[config.mk]
export PLATFORM = sky130hd
export DESIGN_NAME = sdhci_top
export DESIGN_NICKNAME = d
export VERILOG_FILES = /design/src/sdhci_pkg.sv /design/src/sdhci_top.sv /design/src/sdhci_regs.sv /design/src/sd_cmd_phy.sv /design/src/sd_cmd_crc7.sv /design/src/sd_clk_divider.sv
export SDC_FILE = /design/constraint.sdc
export NUM_CORES = 1
export LEC_CHECK = 0
export BUFFER_PORTS_ARGS = -buffer_cell sky130_fd_sc_hd__buf_2
export CAP_MARGIN = 25
export CORE_ASPECT_RATIO = 1.1
export CORE_MARGIN = 1.5
export CORE_UTILIZATION = 60
export DETAILED_ROUTE_END_ITERATION = 16
export PLACE_DENSITY = 0.8
export SLEW_MARGIN = 15
export SYNTH_ARGS = -nofsm -noshare
export SYNTH_HDL_FRONTEND = slang
export SYNTH_SLANG_ARGS = --single-unit
[constraint.sdc]
create_clock -name clk_i -period 3.1 [get_ports clk_i]
set_clock_uncertainty 0.2 [all_clocks]
set_input_delay 0.155 -clock clk_i [delete_from_list [all_inputs] [get_ports clk_i]]
set_output_delay 0.155 -clock clk_i [all_outputs]
set_load 0.005 [all_outputs]
[src/sdhci_pkg.sv]
/* SD host controller shared types and constants
   Register map, status bit positions, bus and command structs */

package sdhci_pkg;

  typedef struct packed {
    logic        req;
    logic        we;
    logic [3:0]  be;
    logic [31:0] addr;
    logic [31:0] wdata;
  } obi_req_t;

  typedef struct packed {
    logic        gnt;
    logic        rvalid;
    logic [31:0] rdata;
    logic        err;
  } obi_rsp_t;

  // Register file to command phy
  typedef struct packed {
    logic        start;
    logic [5:0]  index;
    logic [31:0] argument;
    logic        resp_expected;
  } cmd_req_t;

  typedef struct packed {
    logic        done;
    logic        resp_valid;
    logic [31:0] response;     // Card status field of R1
    logic        timeout_err;
    logic        crc_err;
    logic        end_bit_err;
    logic        index_err;
  } cmd_rsp_t;

  typedef struct packed {
    logic       sd_clk_enable;
    logic [7:0] divider;
  } clk_cfg_t;

  localparam logic [7:0] REG_ARGUMENT       = 8'h00;
  localparam logic [7:0] REG_COMMAND        = 8'h04;
  localparam logic [7:0] REG_RESPONSE0      = 8'h08;
  localparam logic [7:0] REG_PRESENT_STATE  = 8'h0C;
  localparam logic [7:0] REG_INT_STATUS     = 8'h10;
  localparam logic [7:0] REG_INT_ENABLE     = 8'h14;
  localparam logic [7:0] REG_CLOCK_CONTROL  = 8'h18;
  localparam logic [7:0] REG_SOFTWARE_RESET = 8'h1C;

  // INT_STATUS word
  localparam int unsigned INT_CMD_COMPLETE = 0;
  localparam int unsigned INT_ERROR        = 15;  // Summary of bits 16..19
  localparam int unsigned INT_CMD_TIMEOUT  = 16;
  localparam int unsigned INT_CMD_CRC      = 17;
  localparam int unsigned INT_CMD_END_BIT  = 18;
  localparam int unsigned INT_CMD_INDEX    = 19;

  localparam int unsigned CMD_INDEX_LSB    = 0;
  localparam int unsigned CMD_RESP_EXP_BIT = 8;

  localparam int unsigned PS_CMD_INHIBIT_BIT = 0;
  localparam int unsigned PS_CMD_LEVEL_BIT   = 1;

  localparam int unsigned CC_ENABLE_BIT  = 0;
  localparam int unsigned CC_STABLE_BIT  = 1;  // Read only
  localparam int unsigned CC_DIVIDER_LSB = 8;

  localparam int unsigned SR_ALL_BIT = 0;
  localparam int unsigned SR_CMD_BIT = 1;

  // In SD clocks
  localparam int unsigned CMD_RESP_TIMEOUT = 64;
  localparam int unsigned CMD_FRAME_BITS   = 48;

endpackage
[src/sdhci_top.sv]
/* SD host controller, command line only
   Soft-reset sequencing around the register file, clock divider and CMD engine */

`timescale 1ns/10ps

module sdhci_top (
  input  logic                clk_i,
  input  logic                software_reset_cmd_q,
  input  sdhci_pkg::obi_req_t obi_req_i,
  output sdhci_pkg::obi_rsp_t obi_rsp_o,
  output logic                sd_clk_o,
  output logic                sd_cmd_o,
  output logic                sd_cmd_en_o,
  input  logic                sd_cmd_i,
  output logic                interrupt_o
);
  import sdhci_pkg::*;

  logic     software_reset_all_q;
  logic     cmd_soft_reset_q;
  logic     reset_all_req;
  logic     reset_cmd_req;
  logic     regs_rst;
  logic     phy_rst;
  cmd_req_t cmd_req;
  cmd_rsp_t cmd_rsp;
  clk_cfg_t clk_cfg;
  logic     sd_rise;
  logic     sd_fall;
  logic     sd_clk_stable;

  // Register bits land here one cycle after they are set
  always_ff @(posedge clk_i) begin
    if (software_reset_cmd_q) begin
      software_reset_all_q <= 1'b0;
      cmd_soft_reset_q     <= 1'b0;
    end else begin
      software_reset_all_q <= reset_all_req;
      cmd_soft_reset_q     <= reset_cmd_req;  // cmd line only
    end
  end

  assign regs_rst = software_reset_cmd_q || software_reset_all_q;
  assign phy_rst  = regs_rst || cmd_soft_reset_q;

  sdhci_regs i_regs (
    .clk_i,
    .software_reset_cmd_q (regs_rst),
    .obi_req_i,
    .obi_rsp_o,
    .cmd_req_o            (cmd_req),
    .cmd_rsp_i            (cmd_rsp),
    .clk_cfg_o            (clk_cfg),
    .sd_clk_stable_i      (sd_clk_stable),
    .sd_cmd_level_i       (sd_cmd_i),
    .reset_all_o          (reset_all_req),
    .reset_cmd_o          (reset_cmd_req),
    .interrupt_o
  );

  sd_clk_divider i_sd_clk_divider (
    .clk_i,
    .rst_i           (regs_rst),
    .clk_cfg_i       (clk_cfg),
    .sd_clk_o,
    .sd_rise_o       (sd_rise),
    .sd_fall_o       (sd_fall),
    .sd_clk_stable_o (sd_clk_stable)
  );

  sd_cmd_phy i_sd_cmd_phy (
    .clk_i,
    .rst_i       (phy_rst),
    .sd_rise_i   (sd_rise),
    .sd_fall_i   (sd_fall),
    .cmd_req_i   (cmd_req),
    .cmd_rsp_o   (cmd_rsp),
    .sd_cmd_o,
    .sd_cmd_en_o,
    .sd_cmd_i
  );

endmodule

[src/sdhci_regs.sv]
/* SD host register file on OBI
   W1C interrupt status with enable mask, command launch, self-clearing resets */

`timescale 1ns/10ps

module sdhci_regs (
  input  logic                clk_i,
  input  logic                software_reset_cmd_q,
  input  sdhci_pkg::obi_req_t obi_req_i,
  output sdhci_pkg::obi_rsp_t obi_rsp_o,
  output sdhci_pkg::cmd_req_t cmd_req_o,
  input  sdhci_pkg::cmd_rsp_t cmd_rsp_i,
  output sdhci_pkg::clk_cfg_t clk_cfg_o,
  input  logic                sd_clk_stable_i,
  input  logic                sd_cmd_level_i,
  output logic                reset_all_o,
  output logic                reset_cmd_o,
  output logic                interrupt_o
);
  import sdhci_pkg::*;

  logic [7:0]  offset;
  logic        wr_en;
  logic [31:0] be_mask;
  logic        cmd_accept;
  logic [31:0] rdata_d;
  logic        err_d;
  logic        rvalid_q;
  logic        err_q;
  logic [31:0] rdata_q;

  logic [31:0] argument_q;
  logic [5:0]  cmd_index_q;
  logic        cmd_resp_q;
  logic        cmd_start_q;
  logic        cmd_inhibit_q;
  logic [31:0] response0_q;
  logic [31:0] status_q;
  logic [31:0] status_set;
  logic [31:0] status_clr;
  logic [31:0] int_status;
  logic [31:0] int_enable_q;
  logic        clk_enable_q;
  logic [7:0]  clk_divider_q;
  logic        reset_all_q;
  logic        reset_cmd_q;
  logic        irq_q;

  assign offset  = obi_req_i.addr[7:0];
  assign wr_en   = obi_req_i.req && obi_req_i.we;
  assign be_mask = {{8{obi_req_i.be[3]}}, {8{obi_req_i.be[2]}},
                    {8{obi_req_i.be[1]}}, {8{obi_req_i.be[0]}}};
  // Writes while a command is in flight are dropped
  assign cmd_accept = wr_en && (offset == REG_COMMAND) && !cmd_inhibit_q;

  always_comb begin
    status_set                   = '0;
    status_set[INT_CMD_COMPLETE] = cmd_rsp_i.done;
    status_set[INT_CMD_TIMEOUT]  = cmd_rsp_i.done && cmd_rsp_i.timeout_err;
    status_set[INT_CMD_CRC]      = cmd_rsp_i.done && cmd_rsp_i.crc_err;
    status_set[INT_CMD_END_BIT]  = cmd_rsp_i.done && cmd_rsp_i.end_bit_err;
    status_set[INT_CMD_INDEX]    = cmd_rsp_i.done && cmd_rsp_i.index_err;
  end

  assign status_clr = (wr_en && offset == REG_INT_STATUS) ? (obi_req_i.wdata & be_mask) : '0;

  always_comb begin
    int_status            = status_q;
    int_status[INT_ERROR] = |status_q[INT_CMD_INDEX:INT_CMD_TIMEOUT];
  end

  always_ff @(posedge clk_i) begin
    if (software_reset_cmd_q) begin
      cmd_index_q   <= '0;
      cmd_resp_q    <= 1'b0;
      cmd_start_q   <= 1'b0;
      cmd_inhibit_q <= 1'b0;
      status_q      <= '0;
      int_enable_q  <= '0;
      clk_enable_q  <= 1'b0;
      clk_divider_q <= '0;
      reset_all_q   <= 1'b0;
      reset_cmd_q   <= 1'b0;
      irq_q         <= 1'b0;
      rvalid_q      <= 1'b0;
    end else begin
      rvalid_q    <= obi_req_i.req;  // gnt is req, answer next cycle
      cmd_start_q <= cmd_accept;
      if (cmd_accept) begin
        if (obi_req_i.be[0]) cmd_index_q <= obi_req_i.wdata[CMD_INDEX_LSB +: 6];
        if (obi_req_i.be[1]) cmd_resp_q <= obi_req_i.wdata[CMD_RESP_EXP_BIT];
      end
      // A timeout leaves inhibit to the cmd-line reset
      if (reset_cmd_q) begin
        cmd_inhibit_q <= 1'b0;
      end else if (cmd_accept) begin
        cmd_inhibit_q <= 1'b1;
      end else if (cmd_rsp_i.done && !cmd_rsp_i.timeout_err) begin
        cmd_inhibit_q <= 1'b0;
      end
      status_q <= (status_q & ~status_clr) | status_set;  // set wins over clear
      if (wr_en && offset == REG_INT_ENABLE) begin
        int_enable_q <= (int_enable_q & ~be_mask) | (obi_req_i.wdata & be_mask);
      end
      if (wr_en && offset == REG_CLOCK_CONTROL) begin
        if (obi_req_i.be[0]) clk_enable_q <= obi_req_i.wdata[CC_ENABLE_BIT];
        if (obi_req_i.be[1]) clk_divider_q <= obi_req_i.wdata[CC_DIVIDER_LSB +: 8];
      end
      reset_all_q <= wr_en && offset == REG_SOFTWARE_RESET && obi_req_i.be[0]
                     && obi_req_i.wdata[SR_ALL_BIT];
      reset_cmd_q <= (wr_en && offset == REG_SOFTWARE_RESET && obi_req_i.be[0]
                      && obi_req_i.wdata[SR_CMD_BIT]) || status_set[INT_CMD_TIMEOUT];
      irq_q <= |(int_status & int_enable_q);
    end
  end

  always_ff @(posedge clk_i) begin
    if (wr_en && offset == REG_ARGUMENT) begin
      argument_q <= (argument_q & ~be_mask) | (obi_req_i.wdata & be_mask);
    end
    if (cmd_rsp_i.done && cmd_rsp_i.resp_valid) response0_q <= cmd_rsp_i.response;
    if (obi_req_i.req) begin
      rdata_q <= rdata_d;
      err_q   <= err_d;
    end
  end

  always_comb begin
    rdata_d = '0;
    err_d   = 1'b0;
    case (offset)
      REG_ARGUMENT:  rdata_d = argument_q;
      REG_COMMAND: begin
        rdata_d[CMD_INDEX_LSB +: 6]  = cmd_index_q;
        rdata_d[CMD_RESP_EXP_BIT]    = cmd_resp_q;
      end
      REG_RESPONSE0: rdata_d = response0_q;
      REG_PRESENT_STATE: begin
        rdata_d[PS_CMD_INHIBIT_BIT] = cmd_inhibit_q;
        rdata_d[PS_CMD_LEVEL_BIT]   = sd_cmd_level_i;
      end
      REG_INT_STATUS: rdata_d = int_status;
      REG_INT_ENABLE: rdata_d = int_enable_q;
      REG_CLOCK_CONTROL: begin
        rdata_d[CC_ENABLE_BIT]       = clk_enable_q;
        rdata_d[CC_STABLE_BIT]       = sd_clk_stable_i;
        rdata_d[CC_DIVIDER_LSB +: 8] = clk_divider_q;
      end
      REG_SOFTWARE_RESET: begin
        rdata_d[SR_ALL_BIT] = reset_all_q;
        rdata_d[SR_CMD_BIT] = reset_cmd_q;
      end
      default: err_d = 1'b1;  // Unmapped offset
    endcase
  end

  assign obi_rsp_o.gnt    = obi_req_i.req;
  assign obi_rsp_o.rvalid = rvalid_q;
  assign obi_rsp_o.rdata  = rdata_q;
  assign obi_rsp_o.err    = err_q;

  assign cmd_req_o.start         = cmd_start_q;
  assign cmd_req_o.index         = cmd_index_q;
  assign cmd_req_o.argument      = argument_q;
  assign cmd_req_o.resp_expected = cmd_resp_q;

  assign clk_cfg_o.sd_clk_enable = clk_enable_q;
  assign clk_cfg_o.divider       = clk_divider_q;

  assign reset_all_o = reset_all_q;
  assign reset_cmd_o = reset_cmd_q;
  assign interrupt_o = irq_q;

endmodule

[src/sd_cmd_phy.sv]
/* SD CMD line engine
   Sends a 48-bit command, collects the R1 response and flags its errors */

`timescale 1ns/10ps

module sd_cmd_phy (
  input  logic                clk_i,
  input  logic                rst_i,
  input  logic                sd_rise_i,
  input  logic                sd_fall_i,
  input  sdhci_pkg::cmd_req_t cmd_req_i,
  output sdhci_pkg::cmd_rsp_t cmd_rsp_o,
  output logic                sd_cmd_o,
  output logic                sd_cmd_en_o,
  input  logic                sd_cmd_i
);
  import sdhci_pkg::*;

  typedef enum logic [2:0] {
    ST_IDLE,
    ST_SEND,
    ST_WAIT_RSP,
    ST_RECV,
    ST_FINISH
  } state_e;

  state_e                    state_q;
  logic [CMD_FRAME_BITS-1:0] sr_q;  // Shared by transmit and receive
  logic [5:0]                bit_cnt_q;
  logic [6:0]                wait_cnt_q;
  logic [5:0]                index_q;
  logic                      resp_exp_q;
  logic                      timeout_q;
  logic                      cmd_q;
  logic                      cmd_en_q;
  cmd_rsp_t                  rsp_q;
  logic [6:0]                tx_crc;
  logic [6:0]                rx_crc;
  logic [2:0]                crc_idx;
  logic                      tx_bit;
  logic                      crc_clear;
  logic                      tx_crc_shift;
  logic                      rx_crc_shift;
  logic                      rx_check;

  // Frame bits 0..39 carry payload, 40..46 CRC7, 47 the end bit
  always_comb begin
    crc_idx = 3'(6'(CMD_FRAME_BITS - 2) - bit_cnt_q);
    if (bit_cnt_q < 6'(CMD_FRAME_BITS - 8)) begin
      tx_bit = sr_q[CMD_FRAME_BITS-1];
    end else if (bit_cnt_q < 6'(CMD_FRAME_BITS - 1)) begin
      tx_bit = tx_crc[crc_idx];
    end else begin
      tx_bit = 1'b1;
    end
  end

  assign crc_clear    = (state_q == ST_IDLE);
  assign tx_crc_shift = sd_fall_i && (state_q == ST_SEND)
                        && (bit_cnt_q < 6'(CMD_FRAME_BITS - 8));
  // Start bit is found in the wait state and counts toward the CRC
  assign rx_crc_shift = sd_rise_i && (((state_q == ST_WAIT_RSP) && !sd_cmd_i)
                        || ((state_q == ST_RECV) && (bit_cnt_q < 6'(CMD_FRAME_BITS - 8))));
  assign rx_check     = resp_exp_q && !timeout_q;

  sd_cmd_crc7 i_tx_crc (
    .clk_i,
    .clear_i (crc_clear),
    .shift_i (tx_crc_shift),
    .bit_i   (tx_bit),
    .crc_o   (tx_crc)
  );

  sd_cmd_crc7 i_rx_crc (
    .clk_i,
    .clear_i (crc_clear),
    .shift_i (rx_crc_shift),
    .bit_i   (sd_cmd_i),
    .crc_o   (rx_crc)
  );

  always_ff @(posedge clk_i) begin
    if (rst_i) begin
      state_q    <= ST_IDLE;
      sr_q       <= '0;
      bit_cnt_q  <= '0;
      wait_cnt_q <= '0;
      index_q    <= '0;
      resp_exp_q <= 1'b0;
      timeout_q  <= 1'b0;
      cmd_q      <= 1'b1;
      cmd_en_q   <= 1'b0;
      rsp_q      <= '0;
    end else begin
      rsp_q.done <= 1'b0;
      case (state_q)
        ST_IDLE: begin
          if (cmd_req_i.start) begin
            sr_q       <= {2'b01, cmd_req_i.index, cmd_req_i.argument, 8'h00};
            index_q    <= cmd_req_i.index;
            resp_exp_q <= cmd_req_i.resp_expected;
            timeout_q  <= 1'b0;
            bit_cnt_q  <= '0;
            state_q    <= ST_SEND;
          end
        end
        ST_SEND: begin
          if (sd_fall_i) begin
            if (bit_cnt_q == 6'(CMD_FRAME_BITS)) begin
              cmd_en_q   <= 1'b0;  // Release, pull-up holds the line
              cmd_q      <= 1'b1;
              bit_cnt_q  <= '0;
              wait_cnt_q <= resp_exp_q ? 7'd0 : 7'd2;  // 2 SD clocks without response
              state_q    <= resp_exp_q ? ST_WAIT_RSP : ST_FINISH;
            end else begin
              cmd_en_q  <= 1'b1;
              cmd_q     <= tx_bit;
              sr_q      <= {sr_q[CMD_FRAME_BITS-2:0], 1'b0};
              bit_cnt_q <= bit_cnt_q + 6'd1;
            end
          end
        end
        ST_WAIT_RSP: begin
          if (sd_rise_i) begin
            if (!sd_cmd_i) begin
              sr_q      <= {sr_q[CMD_FRAME_BITS-2:0], sd_cmd_i};
              bit_cnt_q <= 6'd1;
              state_q   <= ST_RECV;
            end else if (wait_cnt_q == 7'(CMD_RESP_TIMEOUT - 1)) begin
              timeout_q  <= 1'b1;
              wait_cnt_q <= '0;
              state_q    <= ST_FINISH;
            end else begin
              wait_cnt_q <= wait_cnt_q + 7'd1;
            end
          end
        end
        ST_RECV: begin
          if (sd_rise_i) begin
            sr_q      <= {sr_q[CMD_FRAME_BITS-2:0], sd_cmd_i};
            bit_cnt_q <= bit_cnt_q + 6'd1;
            if (bit_cnt_q == 6'(CMD_FRAME_BITS - 1)) begin
              wait_cnt_q <= '0;
              state_q    <= ST_FINISH;
            end
          end
        end
        ST_FINISH: begin
          if (wait_cnt_q == '0) begin
            rsp_q.done        <= 1'b1;
            rsp_q.resp_valid  <= rx_check;
            rsp_q.response    <= sr_q[39:8];
            rsp_q.timeout_err <= timeout_q;
            rsp_q.crc_err     <= rx_check && (sr_q[7:1] != rx_crc);
            rsp_q.end_bit_err <= rx_check && !sr_q[0];
            // Direction bit must be 0 from the card
            rsp_q.index_err   <= rx_check && (sr_q[46] || (sr_q[45:40] != index_q));
            state_q           <= ST_IDLE;
          end else if (sd_rise_i) begin
            wait_cnt_q <= wait_cnt_q - 7'd1;
          end
        end
        default: state_q <= ST_IDLE;
      endcase
    end
  end

  assign cmd_rsp_o   = rsp_q;
  assign sd_cmd_o    = cmd_q;
  assign sd_cmd_en_o = cmd_en_q;

endmodule

[src/sd_cmd_crc7.sv]
/* Serial CRC7 for SD command and response frames, x^7 + x^3 + 1 */

`timescale 1ns/10ps

module sd_cmd_crc7 (
  input  logic       clk_i,
  input  logic       clear_i,
  input  logic       shift_i,
  input  logic       bit_i,
  output logic [6:0] crc_o
);
  logic [6:0] crc_q;
  logic       feedback;

  assign feedback = bit_i ^ crc_q[6];

  always_ff @(posedge clk_i) begin
    if (clear_i) begin
      crc_q <= '0;
    end else if (shift_i) begin
      crc_q <= {crc_q[5:3], crc_q[2] ^ feedback, crc_q[1:0], feedback};
    end
  end

  assign crc_o = crc_q;

endmodule

[src/sd_clk_divider.sv]
/* SD clock divider
   Period of 2*(divider+1) system clocks, with edge strobes and a stable flag */

`timescale 1ns/10ps

module sd_clk_divider (
  input  logic                clk_i,
  input  logic                rst_i,
  input  sdhci_pkg::clk_cfg_t clk_cfg_i,
  output logic                sd_clk_o,
  output logic                sd_rise_o,
  output logic                sd_fall_o,
  output logic                sd_clk_stable_o
);
  logic [7:0] cnt_q;
  logic       sd_clk_q;
  logic       toggle;
  logic [1:0] stable_q;

  // >= so a smaller divider written mid-count takes effect at once
  assign toggle    = clk_cfg_i.sd_clk_enable && (cnt_q >= clk_cfg_i.divider);
  assign sd_rise_o = toggle && !sd_clk_q;  // sd_clk_o rises on this edge
  assign sd_fall_o = toggle && sd_clk_q;

  always_ff @(posedge clk_i) begin
    if (rst_i) begin
      cnt_q    <= '0;
      sd_clk_q <= 1'b0;
      stable_q <= '0;
    end else begin
      stable_q <= {stable_q[0] && clk_cfg_i.sd_clk_enable, clk_cfg_i.sd_clk_enable};
      if (!clk_cfg_i.sd_clk_enable) begin
        cnt_q    <= '0;  // Gated, park low
        sd_clk_q <= 1'b0;
      end else if (toggle) begin
        cnt_q    <= '0;
        sd_clk_q <= !sd_clk_q;
      end else begin
        cnt_q <= cnt_q + 8'd1;
      end
    end
  end

  assign sd_clk_o        = sd_clk_q;
  assign sd_clk_stable_o = stable_q[1];

endmodule

==> flow_metrics.tcl <==
set metrics [dict create \
    synthCells 1306 \
    cap_violations 0 \
    fmax_mhz 343 \
    worst_setup_hold_path_clk_slew_ns 0.07 \
    numPortBuffers 87 \
    layout.nets 1524 \
    syn2layout_area_growth_pct 17.9 \
    setup_violations 0 \
    crit_buf_inv 1 \
    setup-tns-final_ns 0 \
    place_area_sq_mm 0.0143 \
    crit_chain "inv_1 > ha_1 > nand2_1 > o21a_2 > or3b_4 > a32o_2 > or4_4 > mux2i_1" \
    synth_common_cells "dfxtp_1 (224), nand2_1 (165), a21oi_1 (130), nor2_1 (117), mux2i_1 (105)" \
    drive_gt1_frac 0.146 \
    wl_per_cell_um 21.4 \
    cp_slowest_cell "or4_4" \
    synth_edf_count 97 \
    place_congestion 0.915 \
    seqPwrFrac 0.452 \
    initial_core_util 0.610 \
    core_sq_mm 0.0220 \
    drc 0 \
    die_w_um 145 \
    cts_root_buffer "clkbuf_16" \
    dieArea_sq_mm 0.0232 \
    cp.required_ns 3.34 \
    cts_tree "done" \
    first_pass_iters 5 \
    via_per_inst 6.33 \
    seq_area_frac_synth 0.552 \
    ys_types 74 \
    p_clk_frac 0.358 \
    cp_max_fo 7 \
    synth_area_leaders "dfxtp_1 (33%), edfxtp_1 (22%), mux2i_1 (7.8%)" \
    ir_drop_uv 517 \
    yosysMostFrequentCell "dfxtp_1" \
    tightest_slew_ns 0.719 \
    synth_nets 1393 \
    synthArstFlopShare 0 \
    status "finished, final reports clean" \
    p_per_area_mw_per_mm2 660 \
    yosys_warnings 0 \
    synth_ff_type "dfxtp_1" \
    hold_viol_final 0 \
    antenna_found_initial 1 \
    hp-class "primary input to register" \
    fin_total_pwr_w 0.0104 \
    p_sw_w 0.00301 \
    die_y_um 160 \
    crit_type "register to register" \
    row_count 57 \
    dr_total_vias 11100 \
    drtIter0Drc 1011 \
    clk_latency_ns 0.55 \
    grt.total_usage 0.320 \
    combPwrFrac 0.190 \
    startpoint_type "register" \
    synth_top_area_frac 0.335 \
    htreeDepth 1 \
    path_delay_family "simple AND/OR/NAND/NOR gates" \
    maxSlewHeadroom 0.521 \
    grt_pass1_vias 10700 \
    post-route-util 0.719 \
    postLayoutCellArea_sq_mm 0.0158 \
    ios 112 \
    wirelength_um 37600 \
    yosys.area.top_type "dfxtp_1" \
    grt_max_degree 49 \
    worstSetupEndpointType "register" \
    grt_pass1_wl_um 59000 \
    cp.arrival_ns 3.15 \
    netlist_area_sq_mm 0.0134 \
    rsz0062_at_grt "false" \
    grt-ovfl-total 0 \
    dp_hpwl_um 23900 \
    p_leak_nw 6.27 \
    cts_sinks 321 \
    slowest_delay_ns 0.58 \
    internal-power_w 0.00741 \
    numCtsBuffers 31 \
    period_minus_slack_ns 2.91 \
    finalCritPeriodShare 0.939 \
    swShare 0.289 \
    maxSlewViolCount 0 \
    antenna_left 0 \
    syn_avg_cell_area_sq_um 10.3 \
    ys_ff_latch 321 \
    clockBufferDepth 3 \
]
-- power by group through the flow --
stage	clock, W	sequential [W]	combinational, W
global placement	0	0.00478	0.00182
CTS	0.00376	0.00470	0.00193
finish	0.00373	0.00471	0.00198
floorplan	0	0.00474	0.00127
global route	0.00393	0.00473	0.00211
detailed placement	0	0.00479	0.00187
-- kinds of logic (layout without fill, tap and decap cells) --
| group | Yosys count | after routing | synth area share |
|---|---|---|---|
| flip-flops | 321 | 321 | 0.552 |
| XOR/XNOR | 26 | 26 | 0.0170 |
| adder cells (fa/ha/maj) | 14 | 14 | 0.0131 |
| buffers and inverters | 110 | 265 | 0.0355 |
| AND/OR/NAND/NOR | 399 | 399 | 0.133 |
| multiplexers | 107 | 107 | 0.0810 |
| AO/OA/AOI/OAI | 329 | 329 | 0.169 |
| other | 0 | 1 | 0 |
-- final cells by class --
type	count	area, sq um
Fill cell	1565	6180
Clock inverter	14	133
Multi-Input combinational cell	875	5580
Inverter	22	82.6
Tap cell	295	369
Antenna cell	1	2.50
Clock buffer	43	871
Sequential cell	321	7400
Timing Repair Buffer	186	1350
-- tightest hold or removal path: cells and delay by family --
kind | cells | cell delay, ns
simple gates | 2 | 0.35
buf+inv | 1 | 0.18
-- cell usage in the layout (no fill, tap or decap), drive strengths merged, types with 24 or more instances in the layout --
cell type	instances
edfxtp	97
nand2	165
buf	135
a21oi	131
mux2i	105
clkbuf	43
dfxtp	224
nand3	31
a22oi	31
nor2	117
inv	24
dlygate4sd3	51
a211oi	45
-- repair_timing --
item	in CTS	in global routing
setup endpoints to repair	0	19
hold buffers	51	0
hold endpoints to repair	140	0
buffers inserted	0	1
gates resized for setup	0	3
-- path summary, 6_finish.rpt --
| path | from | endpoint | slack (ns) | cells past startpoint |
|---|---|---|---|---|
| min reg2reg | i_sd_cmd_phy.cmd_rsp_o[15] | i_regs.response0_q[11] | 0.23 | 0 |
| max reg2reg | i_regs.clk_divider_q[7] | i_sd_cmd_phy.state_q[1] | 0.19 | 8 |
| min | obi_req_i[34] | register | 0.13 | 3 |
| max | i_regs.clk_divider_q[7] | i_sd_cmd_phy.state_q[1] | 0.19 | 8 |
-- metal layers --
layer	GRT usage	routed length [um]	vias to the layer above
met1	0.417	14400	5343
met5	0	0	-
met2	0.538	18200	621
li1	-	-	5054
met4	0.138	1630	0
met3	0.0403	3460	104
-- through the flow --
stage | cells | setup WS [ns] | hold WS, ns
after floorplan | 1306 | 0.367 | 0.0266
final | 1757 | 0.188 | 0.126
after detailed placement | 1647 | 0.121 | 0.165
after CTS | 1755 | 0.0914 | 0.0825
after global placement | 1647 | 0.171 | 0.160
after global routing | 1756 | 0.0759 | 0.137
No activity file was read; power rests on OpenSTA's default activity.
